## src/rtl/ps2_mouse_pkg.sv

```systemverilog
`default_nettype none

package ps2_mouse_pkg;

  // ------------------------------
  // line conditioning
  // ------------------------------
  localparam int PS2_SYNC_STAGES = 2;  // flops on each raw PS/2 line
  localparam int PS2_FILTER_LEN  = 4;  // equal samples before the filtered clock moves
  localparam int FILTER_CNT_W    = $clog2(PS2_FILTER_LEN);

  // ------------------------------
  // frame receiver
  // ------------------------------
  localparam int FRAME_TIMEOUT_CYCLES = 2000;  // about 80 us at 25 MHz
  localparam int TIMEOUT_W            = $clog2(FRAME_TIMEOUT_CYCLES);
  localparam int ERR_CNT_W            = 4;     // error counter saturates at all ones

  // ------------------------------
  // mouse report
  // ------------------------------
  localparam int POS_W   = 10;  // absolute cursor counters wrap at 1024
  localparam int DELTA_W = 9;   // sign bit from byte 0 plus the magnitude byte

  typedef enum logic [1:0] {
    RX_IDLE,
    RX_DATA,
    RX_PARITY,
    RX_STOP
  } rx_state_e;

  typedef enum logic [1:0] {
    PKT_BYTE0,
    PKT_BYTE1,
    PKT_BYTE2
  } pkt_state_e;

endpackage

`default_nettype wire

```

## src/rtl/ps2_line_sync.sv

```systemverilog
`timescale 1ns/100ps
`default_nettype none

module ps2_line_sync
(
  input  wire logic clk,
  input  wire logic arst_n,
  input  wire logic ps2_clk,
  input  wire logic ps2_dat,
  output logic      fall_pulse,
  output logic      data_bit
);
  import ps2_mouse_pkg::*;

  logic [PS2_SYNC_STAGES-1:0] clk_sync;  // lsb takes the raw pin
  logic [PS2_SYNC_STAGES-1:0] dat_sync;
  logic [FILTER_CNT_W-1:0]    filt_cnt;
  logic                       clk_filt;
  logic                       clk_s;
  logic                       filt_fall;

  assign clk_s = clk_sync[PS2_SYNC_STAGES-1];

  // the filtered clock is about to drop from high to low in this cycle
  assign filt_fall = clk_filt && !clk_s && (filt_cnt == FILTER_CNT_W'(PS2_FILTER_LEN - 1));

  always_ff @(posedge clk or negedge arst_n)
  begin
    if (!arst_n)
    begin
      clk_sync   <= '1;  // both lines idle high on an open-collector bus
      dat_sync   <= '1;
      filt_cnt   <= '0;
      clk_filt   <= 1'b1;
      fall_pulse <= 1'b0;
    end
    else
    begin
      clk_sync   <= {clk_sync[PS2_SYNC_STAGES-2:0], ps2_clk};
      dat_sync   <= {dat_sync[PS2_SYNC_STAGES-2:0], ps2_dat};
      fall_pulse <= filt_fall;
      if (clk_s == clk_filt)
        filt_cnt <= '0;  // any agreeing sample restarts the run
      else if (filt_cnt == FILTER_CNT_W'(PS2_FILTER_LEN - 1))
      begin
        clk_filt <= clk_s;
        filt_cnt <= '0;
      end
      else
        filt_cnt <= filt_cnt + 1'b1;
    end
  end

  // the device changes data while the clock is high, so it is settled here
  always_ff @(posedge clk)
  begin
    if (filt_fall)
      data_bit <= dat_sync[PS2_SYNC_STAGES-1];
  end

  // a filtered edge needs several samples, so two pulses can never touch
  a_single_pulse: assert property (@(posedge clk) disable iff (!arst_n)
    fall_pulse |=> !fall_pulse);

endmodule

`default_nettype wire

```

## src/rtl/ps2_frame_rx.sv

```systemverilog
`timescale 1ns/100ps
`default_nettype none

module ps2_frame_rx
(
  input  wire logic                               clk,
  input  wire logic                               arst_n,
  input  wire logic                               fall_pulse,
  input  wire logic                               data_bit,
  output logic                                    byte_valid,
  output logic [7:0]                              byte_data,
  output logic [ps2_mouse_pkg::ERR_CNT_W-1:0]     error_count
);
  import ps2_mouse_pkg::*;

  rx_state_e            state;
  logic [2:0]           bit_cnt;
  logic [7:0]           shift_q;   // data bits arrive lsb first
  logic                 parity;    // running xor, ends at one for a good frame
  logic [TIMEOUT_W-1:0] idle_cnt;  // cycles since the last clock edge in a frame
  logic                 timeout;
  logic                 frame_err;

  // ------------------------------
  // checks
  // ------------------------------
  assign timeout = (state != RX_IDLE) && !fall_pulse &&
                   (idle_cnt == TIMEOUT_W'(FRAME_TIMEOUT_CYCLES - 1));

  // bad start bit, or bad parity or stop bit at the end of the frame
  assign frame_err = fall_pulse &&
                     (((state == RX_IDLE) && data_bit) ||
                      ((state == RX_STOP) && (!data_bit || !parity)));

  assign byte_data = shift_q;  // held stable until the next frame shifts in

  // ------------------------------
  // receive FSM
  // ------------------------------
  always_ff @(posedge clk or negedge arst_n)
  begin
    if (!arst_n)
    begin
      state       <= RX_IDLE;
      bit_cnt     <= '0;
      shift_q     <= '0;
      parity      <= 1'b0;
      idle_cnt    <= '0;
      byte_valid  <= 1'b0;
      error_count <= '0;
    end
    else
    begin
      byte_valid <= 1'b0;
      if (fall_pulse || (state == RX_IDLE))
        idle_cnt <= '0;
      else
        idle_cnt <= idle_cnt + 1'b1;
      if (frame_err && (error_count != '1))
        error_count <= error_count + 1'b1;  // saturates rather than wrapping
      if (timeout)
        state <= RX_IDLE;  // stalled frame is dropped quietly
      else if (fall_pulse)
      begin
        case (state)
          RX_IDLE:
          begin
            bit_cnt <= '0;
            parity  <= 1'b0;
            if (!data_bit)
              state <= RX_DATA;
          end
          RX_DATA:
          begin
            shift_q <= {data_bit, shift_q[7:1]};
            parity  <= parity ^ data_bit;
            bit_cnt <= bit_cnt + 1'b1;
            if (bit_cnt == 3'd7)
              state <= RX_PARITY;
          end
          RX_PARITY:
          begin
            parity <= parity ^ data_bit;
            state  <= RX_STOP;
          end
          RX_STOP:
          begin
            byte_valid <= data_bit && parity;  // forward only clean frames
            state      <= RX_IDLE;
          end
          default:
            state <= RX_IDLE;
        endcase
      end
    end
  end

  // a byte is only ever released by the stop bit edge
  a_valid_at_stop: assert property (@(posedge clk) disable iff (!arst_n)
    byte_valid |-> ($past(state) == RX_STOP) && $past(fall_pulse));

endmodule

`default_nettype wire

```

## src/rtl/mouse_packet_assembler.sv

```systemverilog
`timescale 1ns/100ps
`default_nettype none

module mouse_packet_assembler
(
  input  wire logic                                     clk,
  input  wire logic                                     arst_n,
  input  wire logic                                     byte_valid,
  input  wire logic [7:0]                               byte_data,
  output logic                                          packet_valid,
  output logic [2:0]                                    buttons,
  output logic signed [ps2_mouse_pkg::DELTA_W-1:0]      delta_x,
  output logic signed [ps2_mouse_pkg::DELTA_W-1:0]      delta_y
);
  import ps2_mouse_pkg::*;

  pkt_state_e state;
  logic [7:0] status_q;  // byte 0 of the report
  logic [7:0] x_mag_q;   // byte 1 of the report
  logic       take_status;
  logic       take_x;
  logic       take_y;

  // ------------------------------
  // byte routing
  // ------------------------------
  assign take_status = byte_valid && (state == PKT_BYTE0) && byte_data[3];
  assign take_x      = byte_valid && (state == PKT_BYTE1);
  assign take_y      = byte_valid && (state == PKT_BYTE2);

  always_ff @(posedge clk or negedge arst_n)
  begin
    if (!arst_n)
    begin
      state        <= PKT_BYTE0;
      packet_valid <= 1'b0;
    end
    else
    begin
      packet_valid <= take_y;
      case (state)
        PKT_BYTE0:
          if (take_status)
            state <= PKT_BYTE1;  // a byte without the always-one bit is skipped
        PKT_BYTE1:
          if (take_x)
            state <= PKT_BYTE2;
        PKT_BYTE2:
          if (take_y)
            state <= PKT_BYTE0;
        default:
          state <= PKT_BYTE0;
      endcase
    end
  end

  // ------------------------------
  // report decode
  // ------------------------------
  always_ff @(posedge clk)
  begin
    if (take_status)
      status_q <= byte_data;
    if (take_x)
      x_mag_q <= byte_data;
    if (take_y)
    begin
      buttons <= status_q[2:0];
      delta_x <= status_q[6] ? '0 : {status_q[4], x_mag_q};  // overflowed axis moves nothing
      delta_y <= status_q[7] ? '0 : {status_q[5], byte_data};
    end
  end

  // a report only completes on the third byte after a real status byte
  a_pkt_after_byte2: assert property (@(posedge clk) disable iff (!arst_n)
    packet_valid |-> $past(byte_valid) && ($past(state) == PKT_BYTE2) && status_q[3]);

endmodule

`default_nettype wire

```

## src/rtl/mouse_position_accum.sv

```systemverilog
`timescale 1ns/100ps
`default_nettype none

module mouse_position_accum
(
  input  wire logic                                       clk,
  input  wire logic                                       arst_n,
  input  wire logic                                       packet_valid,
  input  wire logic [2:0]                                 buttons_in,
  input  wire logic signed [ps2_mouse_pkg::DELTA_W-1:0]   delta_x,
  input  wire logic signed [ps2_mouse_pkg::DELTA_W-1:0]   delta_y,
  output logic [ps2_mouse_pkg::POS_W-1:0]                 x_pos,
  output logic [ps2_mouse_pkg::POS_W-1:0]                 y_pos,
  output logic [2:0]                                      buttons,
  output logic                                            packet_strobe
);
  import ps2_mouse_pkg::*;

  logic [POS_W-1:0] dx_ext;
  logic [POS_W-1:0] dy_ext;

  // sign bit replicated up to the counter width
  assign dx_ext = {{(POS_W - DELTA_W){delta_x[DELTA_W-1]}}, delta_x};
  assign dy_ext = {{(POS_W - DELTA_W){delta_y[DELTA_W-1]}}, delta_y};

  always_ff @(posedge clk or negedge arst_n)
  begin
    if (!arst_n)
    begin
      x_pos         <= '0;
      y_pos         <= '0;
      buttons       <= '0;
      packet_strobe <= 1'b0;
    end
    else
    begin
      packet_strobe <= packet_valid;  // marks the cycle the new values appear
      if (packet_valid)
      begin
        x_pos   <= x_pos + dx_ext;  // wraps modulo 2^POS_W
        y_pos   <= y_pos + dy_ext;
        buttons <= buttons_in;
      end
    end
  end

endmodule

`default_nettype wire

```

## src/rtl/ps2_mouse_board.sv

```systemverilog
`timescale 1ns/100ps
`default_nettype none

module ps2_mouse_board
(
  input  wire logic                                  clk,
  input  wire logic                                  arst_n,
  input  wire logic                                  ps2_clk,
  input  wire logic                                  ps2_dat,
  output logic [ps2_mouse_pkg::POS_W-1:0]            x_pos,
  output logic [ps2_mouse_pkg::POS_W-1:0]            y_pos,
  output logic [2:0]                                 buttons,
  output logic                                       packet_strobe,
  output logic [ps2_mouse_pkg::ERR_CNT_W-1:0]        error_count,
  output logic [7:0]                                 led
);
  import ps2_mouse_pkg::*;

  logic                      fall_pulse;
  logic                      data_bit;
  logic                      byte_valid;
  logic [7:0]                byte_data;
  logic                      packet_valid;
  logic [2:0]                pkt_buttons;
  logic signed [DELTA_W-1:0] delta_x;
  logic signed [DELTA_W-1:0] delta_y;

  // ------------------------------
  // receive chain
  // ------------------------------
  ps2_line_sync u_line_sync (
    .clk        (clk),
    .arst_n     (arst_n),
    .ps2_clk    (ps2_clk),
    .ps2_dat    (ps2_dat),
    .fall_pulse (fall_pulse),
    .data_bit   (data_bit)
  );

  ps2_frame_rx u_frame_rx (
    .clk         (clk),
    .arst_n      (arst_n),
    .fall_pulse  (fall_pulse),
    .data_bit    (data_bit),
    .byte_valid  (byte_valid),
    .byte_data   (byte_data),
    .error_count (error_count)
  );

  mouse_packet_assembler u_packet (
    .clk          (clk),
    .arst_n       (arst_n),
    .byte_valid   (byte_valid),
    .byte_data    (byte_data),
    .packet_valid (packet_valid),
    .buttons      (pkt_buttons),
    .delta_x      (delta_x),
    .delta_y      (delta_y)
  );

  mouse_position_accum u_accum (
    .clk           (clk),
    .arst_n        (arst_n),
    .packet_valid  (packet_valid),
    .buttons_in    (pkt_buttons),
    .delta_x       (delta_x),
    .delta_y       (delta_y),
    .x_pos         (x_pos),
    .y_pos         (y_pos),
    .buttons       (buttons),
    .packet_strobe (packet_strobe)
  );

  // low position bits flicker visibly as the mouse moves
  assign led = {y_pos[1:0], x_pos[1:0], buttons, |error_count};

endmodule

`default_nettype wire

```

## config.mk

```make
export PLATFORM = sky130hd
export DESIGN_NAME = ps2_mouse_board
export DESIGN_NICKNAME = d
export VERILOG_FILES = /design/src/rtl/ps2_mouse_pkg.sv /design/src/rtl/ps2_line_sync.sv /design/src/rtl/ps2_frame_rx.sv /design/src/rtl/mouse_packet_assembler.sv /design/src/rtl/mouse_position_accum.sv /design/src/rtl/ps2_mouse_board.sv
export SDC_FILE = /design/constraint.sdc
export NUM_CORES = 1
export LEC_CHECK = 0
export ABC_CLOCK_PERIOD_IN_PS = 5700
export BUFFER_PORTS_ARGS = -buffer_cell sky130_fd_sc_hd__clkbuf_2
export CAP_MARGIN = 15
export CORE_ASPECT_RATIO = 1.5
export CORE_MARGIN = 5
export CORE_UTILIZATION = 60
export CTS_BUF_LIST = sky130_fd_sc_hd__clkbuf_16
export DETAILED_ROUTE_END_ITERATION = 6
export PLACE_DENSITY = 0.8
export SYNTH_ARGS = -nofsm -noshare
export SYNTH_HDL_FRONTEND = slang
export SYNTH_SLANG_ARGS = --single-unit
```

## constraint.sdc

```tcl
create_clock -name clk -period 5.7 [get_ports clk]
set_input_delay 0.285 -clock clk [delete_from_list [all_inputs] [get_ports clk]]
set_output_delay 0.285 -clock clk [all_outputs]
set_load 0.02 [all_outputs]
```

==> tab_implementation.tex <==
\begin{tabular}{lr}
\hline
Metric & Value \\
\hline
\multicolumn{2}{l}{\textbf{Run status}} \\
\quad Result of the run & finished, final reports clean \\
\multicolumn{2}{l}{\textbf{Worst setup path}} \\
\quad Max Fanout on Critical Path & 25 \\
\quad Peak per-stage delay on the critical path & 0.94 ns \\
\quad Critical Path Most Common Cell & a21oi\_1 \\
\quad Crit path required time & between 5 and 6 ns \\
\quad Cell-by-cell trace of the critical path & inv\_1, or3\_1, a21oi\_1, a21oi\_1, nand4bb\_1 \\
\quad Type of the worst setup path & register to register \\
\quad Setup crit end kind & register \\
\quad Element type at the critical path start & register \\
\quad Arrival @ worst endpoint & between 2 and 3 ns \\
\quad Cell with the largest stage delay on the worst path & dfrtp\_1 \\
\multicolumn{2}{l}{\textbf{Layout}} \\
\quad Number of nets at the end of the flow & 459 \\
\quad Number of fill cells in the layout & 613 \\
\quad Diode insertion count for antenna repair & 0 \\
\quad Share of layout cells above drive strength 1 & roughly 20\% \\
\quad Share of the core filled with cells & between 60\% and 70\% \\
\quad Post-route insts no fill & approximately 530 \\
\quad Area growth from synthesis to final layout & 10.8\% \\
\multicolumn{2}{l}{\textbf{Drt}} \\
\quad DRC marker count from the first detailed-route iteration & about 160 \\
\quad Met2 Routed Length & roughly 4600 um \\
\quad Detailed-routing iteration count for the pre-antenna-repair pass & 4 \\
\quad Remaining number of nets flagged by the antenna check after routing & 0 \\
\quad Average routed wire per standard cell & approximately 15 um \\
\quad Top Metal Used & met4 \\
\quad Final Routed Wirelength & a little over 8000 um \\
\quad Number of vias per cell after detailed routing & approximately 5.7 \\
\quad DR DRC count & 0 \\
\quad Routed via count & approximately 3000 \\
\quad Met3 routed wirelength & 297 um \\
\quad Routed metal-1 wirelength & 3060 um \\
\multicolumn{2}{l}{\textbf{Synth}} \\
\quad Number of instances in the synthesized netlist & 385 \\
\quad Synth Register Bits & just over 100 \\
\quad Dominant cell by count in the synthesized netlist & dfrtp\_1 \\
\quad Total number of yosys warnings & 0 \\
\quad Most frequently used flop master after synthesis & dfrtp\_1 \\
\quad Syn\_area\_per\_cell & between 10 and 15 um\^{}2 \\
\quad Post-synthesis cell area & between 4000 and 5000 um\^{}2 \\
\quad Post-synth EDFFs & 37 \\
\quad Sequential-to-total area share from yosys stat & about 57\% \\
\quad Syn Nets & around 420 \\
\quad Share of synthesized registers carrying an async set or reset & $\sim$64\% \\
\quad Largest area contributor in the synthesized netlist & dfrtp\_1 \\
\quad List of most frequent post-synthesis cells & dfrtp\_1, edfxtp\_1, ha\_1 \\
\quad Top cell type's share of synthesized area & approximately 31\% \\
\quad Post-synthesis cell type count & 56 \\
\quad Top cells by area, synth & dfrtp\_1, edfxtp\_1, ha\_1, mux2\_2, xnor2\_1 \\
\multicolumn{2}{l}{\textbf{Place}} \\
\quad DP HPWL & about 6000 um \\
\quad Instance count after placement with tap cells included & between 500 and 600 \\
\quad IO buf count & 39 \\
\quad Placer's final routability congestion estimate & 0.882 \\
\multicolumn{2}{l}{\textbf{STA}} \\
\quad Count of final hold-check violations & 0 \\
\quad Period utilization & just under 40\% \\
\quad Upper clock frequency limit & $\sim$0.45 GHz \\
\quad Accumulated negative setup slack & 0 ns \\
\quad Count of final max-slew check failures & 0 \\
\quad Post-layout minimum cycle time & approximately 2.2 ns \\
\quad Worst slew margin relative to its limit & between 30 and 40\% \\
\quad Worst Clk Skew & 0.00963 ns \\
\quad Unrepaired setup endpoints after global routing & no \\
\quad Count of endpoints failing setup in the final report & 0 \\
\quad Measured slew at the worst slew-check pin & 0.965 ns \\
\multicolumn{2}{l}{\textbf{Global routing}} \\
\quad Total gr overflow & 0 \\
\quad Antenna violations before repair & 0 \\
\quad Via count of the first global-routing pass & between 3000 and 4000 \\
\quad Maximum number of pins on one net before global-route repair & between 60 and 70 \\
\quad Global-route wire length before repair & 14400 um \\
\quad Global router's overall resource usage & 18.1\% \\
\multicolumn{2}{l}{\textbf{Flow run}} \\
\quad Max-capacitance violation count & 0 \\
\multicolumn{2}{l}{\textbf{Hold path}} \\
\quad Worst min-delay path class & input pin to register \\
\multicolumn{2}{l}{\textbf{CTS}} \\
\quad \# resized after CTS & 0 \\
\quad Master cell of the clock root buffer & clkbuf\_16 \\
\quad Buffers from clock root to sink, at most & 2 \\
\quad Number of levels the H-tree was split into & 3 \\
\quad CTS tree & yes \\
\quad Clock Sinks & $\sim$100 \\
\quad Cts bufs inserted & 9 \\
\quad \# Post-CTS Setup Buffers & 0 \\
\quad Number of hold-repair buffers added at the cts stage & 0 \\
\quad Skew-Pair Late Insertion Delay & approximately 0.34 ns \\
\quad CTS clk-pin slew, worst paths & $\sim$0.070 ns \\
\multicolumn{2}{l}{\textbf{Floorplan}} \\
\quad CORE AREA & around 8000 um\^{}2 \\
\quad Die area & a little under 10000 um\^{}2 \\
\quad Die extent in y & between 100 and 150 um \\
\quad Number of placement rows & 40 \\
\quad Number of ports placed on the die boundary & 40 \\
\quad Starting density of the core & about three fifths \\
\quad Die X-Extent & 83.0 um \\
\multicolumn{2}{l}{\textbf{Pwr}} \\
\quad Max IR drop VDD & 0.000206 V \\
\quad Areal power density over the cells & 268 nW/um\^{}2 \\
\quad Static power due to leakage & approximately 2.5 nW \\
\hline
\end{tabular}
path summary, 6_finish.rpt:
kind,to,cells after the start,start,slack (ns)
worst max-delay path,u_accum.x_pos[9],5,u_packet.packet_valid,3.46
worst min-delay path,u_line_sync.dat_sync[0],1,ps2_dat,0.02
worst max register to register,u_accum.x_pos[9],5,u_packet.packet_valid,3.46
worst min register to register,u_line_sync.dat_sync[1],0,u_line_sync.dat_sync[0],0.36
max in group asynchronous,u_frame_rx.bit_cnt[2],2,arst_n,5.03
min in group asynchronous,u_accum.y_pos[6],2,arst_n,0.10
registers in the layout (all words and copies together) (netlist names), 2 cells and up:
signal                  flops
u_accum.buttons             3
u_accum.x_pos              10
u_accum.y_pos              10
u_frame_rx.bit_cnt          3
u_frame_rx.byte_data        8
u_frame_rx.error_count      4
u_frame_rx.idle_cnt        11
u_frame_rx.state            2
u_line_sync.clk_sync        2
u_line_sync.dat_sync        2
u_line_sync.filt_cnt        2
u_packet.buttons            3
u_packet.delta_x            9
u_packet.delta_y            9
u_packet.state              2
u_packet.status_q           7
u_packet.x_mag_q            8
logic make-up (layout without fill, tap and decap cells):
family | after synthesis | count (layout) | synth area share (%)
fa+ha+maj | 32 | 32 | 8.66
compound gates | 69 | 69 | 10.2
simple gates | 109 | 109 | 11.8
xor+xnor | 20 | 20 | 3.65
flops | 102 | 102 | 57.2
mux | 24 | 24 | 5.63
buf+inv | 29 | 72 | 2.87
layer usage:
layer  vias to the layer above  track usage, %
met4                         0            8.69
met3                        19            4.95
met2                        69            33.5
met1                      1492            18.5
li1                       1454               -
met5                         -               0
power by group:
part	switching (mW)	internal, mW	leakage (nW)	total [mW]
combinational	0.0586	0.0319	1.09	0.0906
sequential	0.0160	0.781	1.26	0.797
clock	0.247	0.289	0.129	0.536
cell usage in the layout (no fill, tap or decap), types with 4 or more instances in the layout:
cell type and n:
nand2_1 19, nor2b_1 22, a211oi_1 4, ha_1 30
mux2_2 20, inv_1 18, dfrtp_1 60, xnor2_1 17
edfxtp_1 37, o21a_1 5, nand3_1 7, and3_1 9
o21ai_0 10, clkbuf_2 38, clkbuf_16 9, nor2_1 27
o211ai_1 4, a21o_1 6, nor3_1 9, dfstp_2 5
a21oi_1 15
per-stage QoR:
stage	power (mW)	area (um^2)	hold WS [ns]	worst slack, ns
after floorplan	0.870	4800	-0.0106	3.63
after global placement	0.898	5050	0.347	3.50
after detailed placement	0.906	5050	0.349	3.47
after CTS	1.44	5320	0.00952	3.48
after global routing	1.49	5320	0.0190	3.26
final	1.42	5320	0.0220	3.46
critical path, delay by kind of cell, from the launching register on:
kind,cells,cell delay (ns)
compound gates,2,0.19
buf+inv,1,0.47
flops,1,0.94
simple gates,2,0.55
final cells by class:
type | instances | area, um^2 | share of cell area [%]
inverter | 16 | 60.1 | 1.13
tap | 105 | 131 | 2.47
clock buffer | 9 | 225 | 4.24
timing repair buffer | 40 | 203 | 3.81
multi-input combinational | 254 | 1920 | 36.1
clock inverter | 7 | 35.0 | 0.659
sequential | 102 | 2740 | 51.6
No activity file was read; power rests on OpenSTA's default activity.
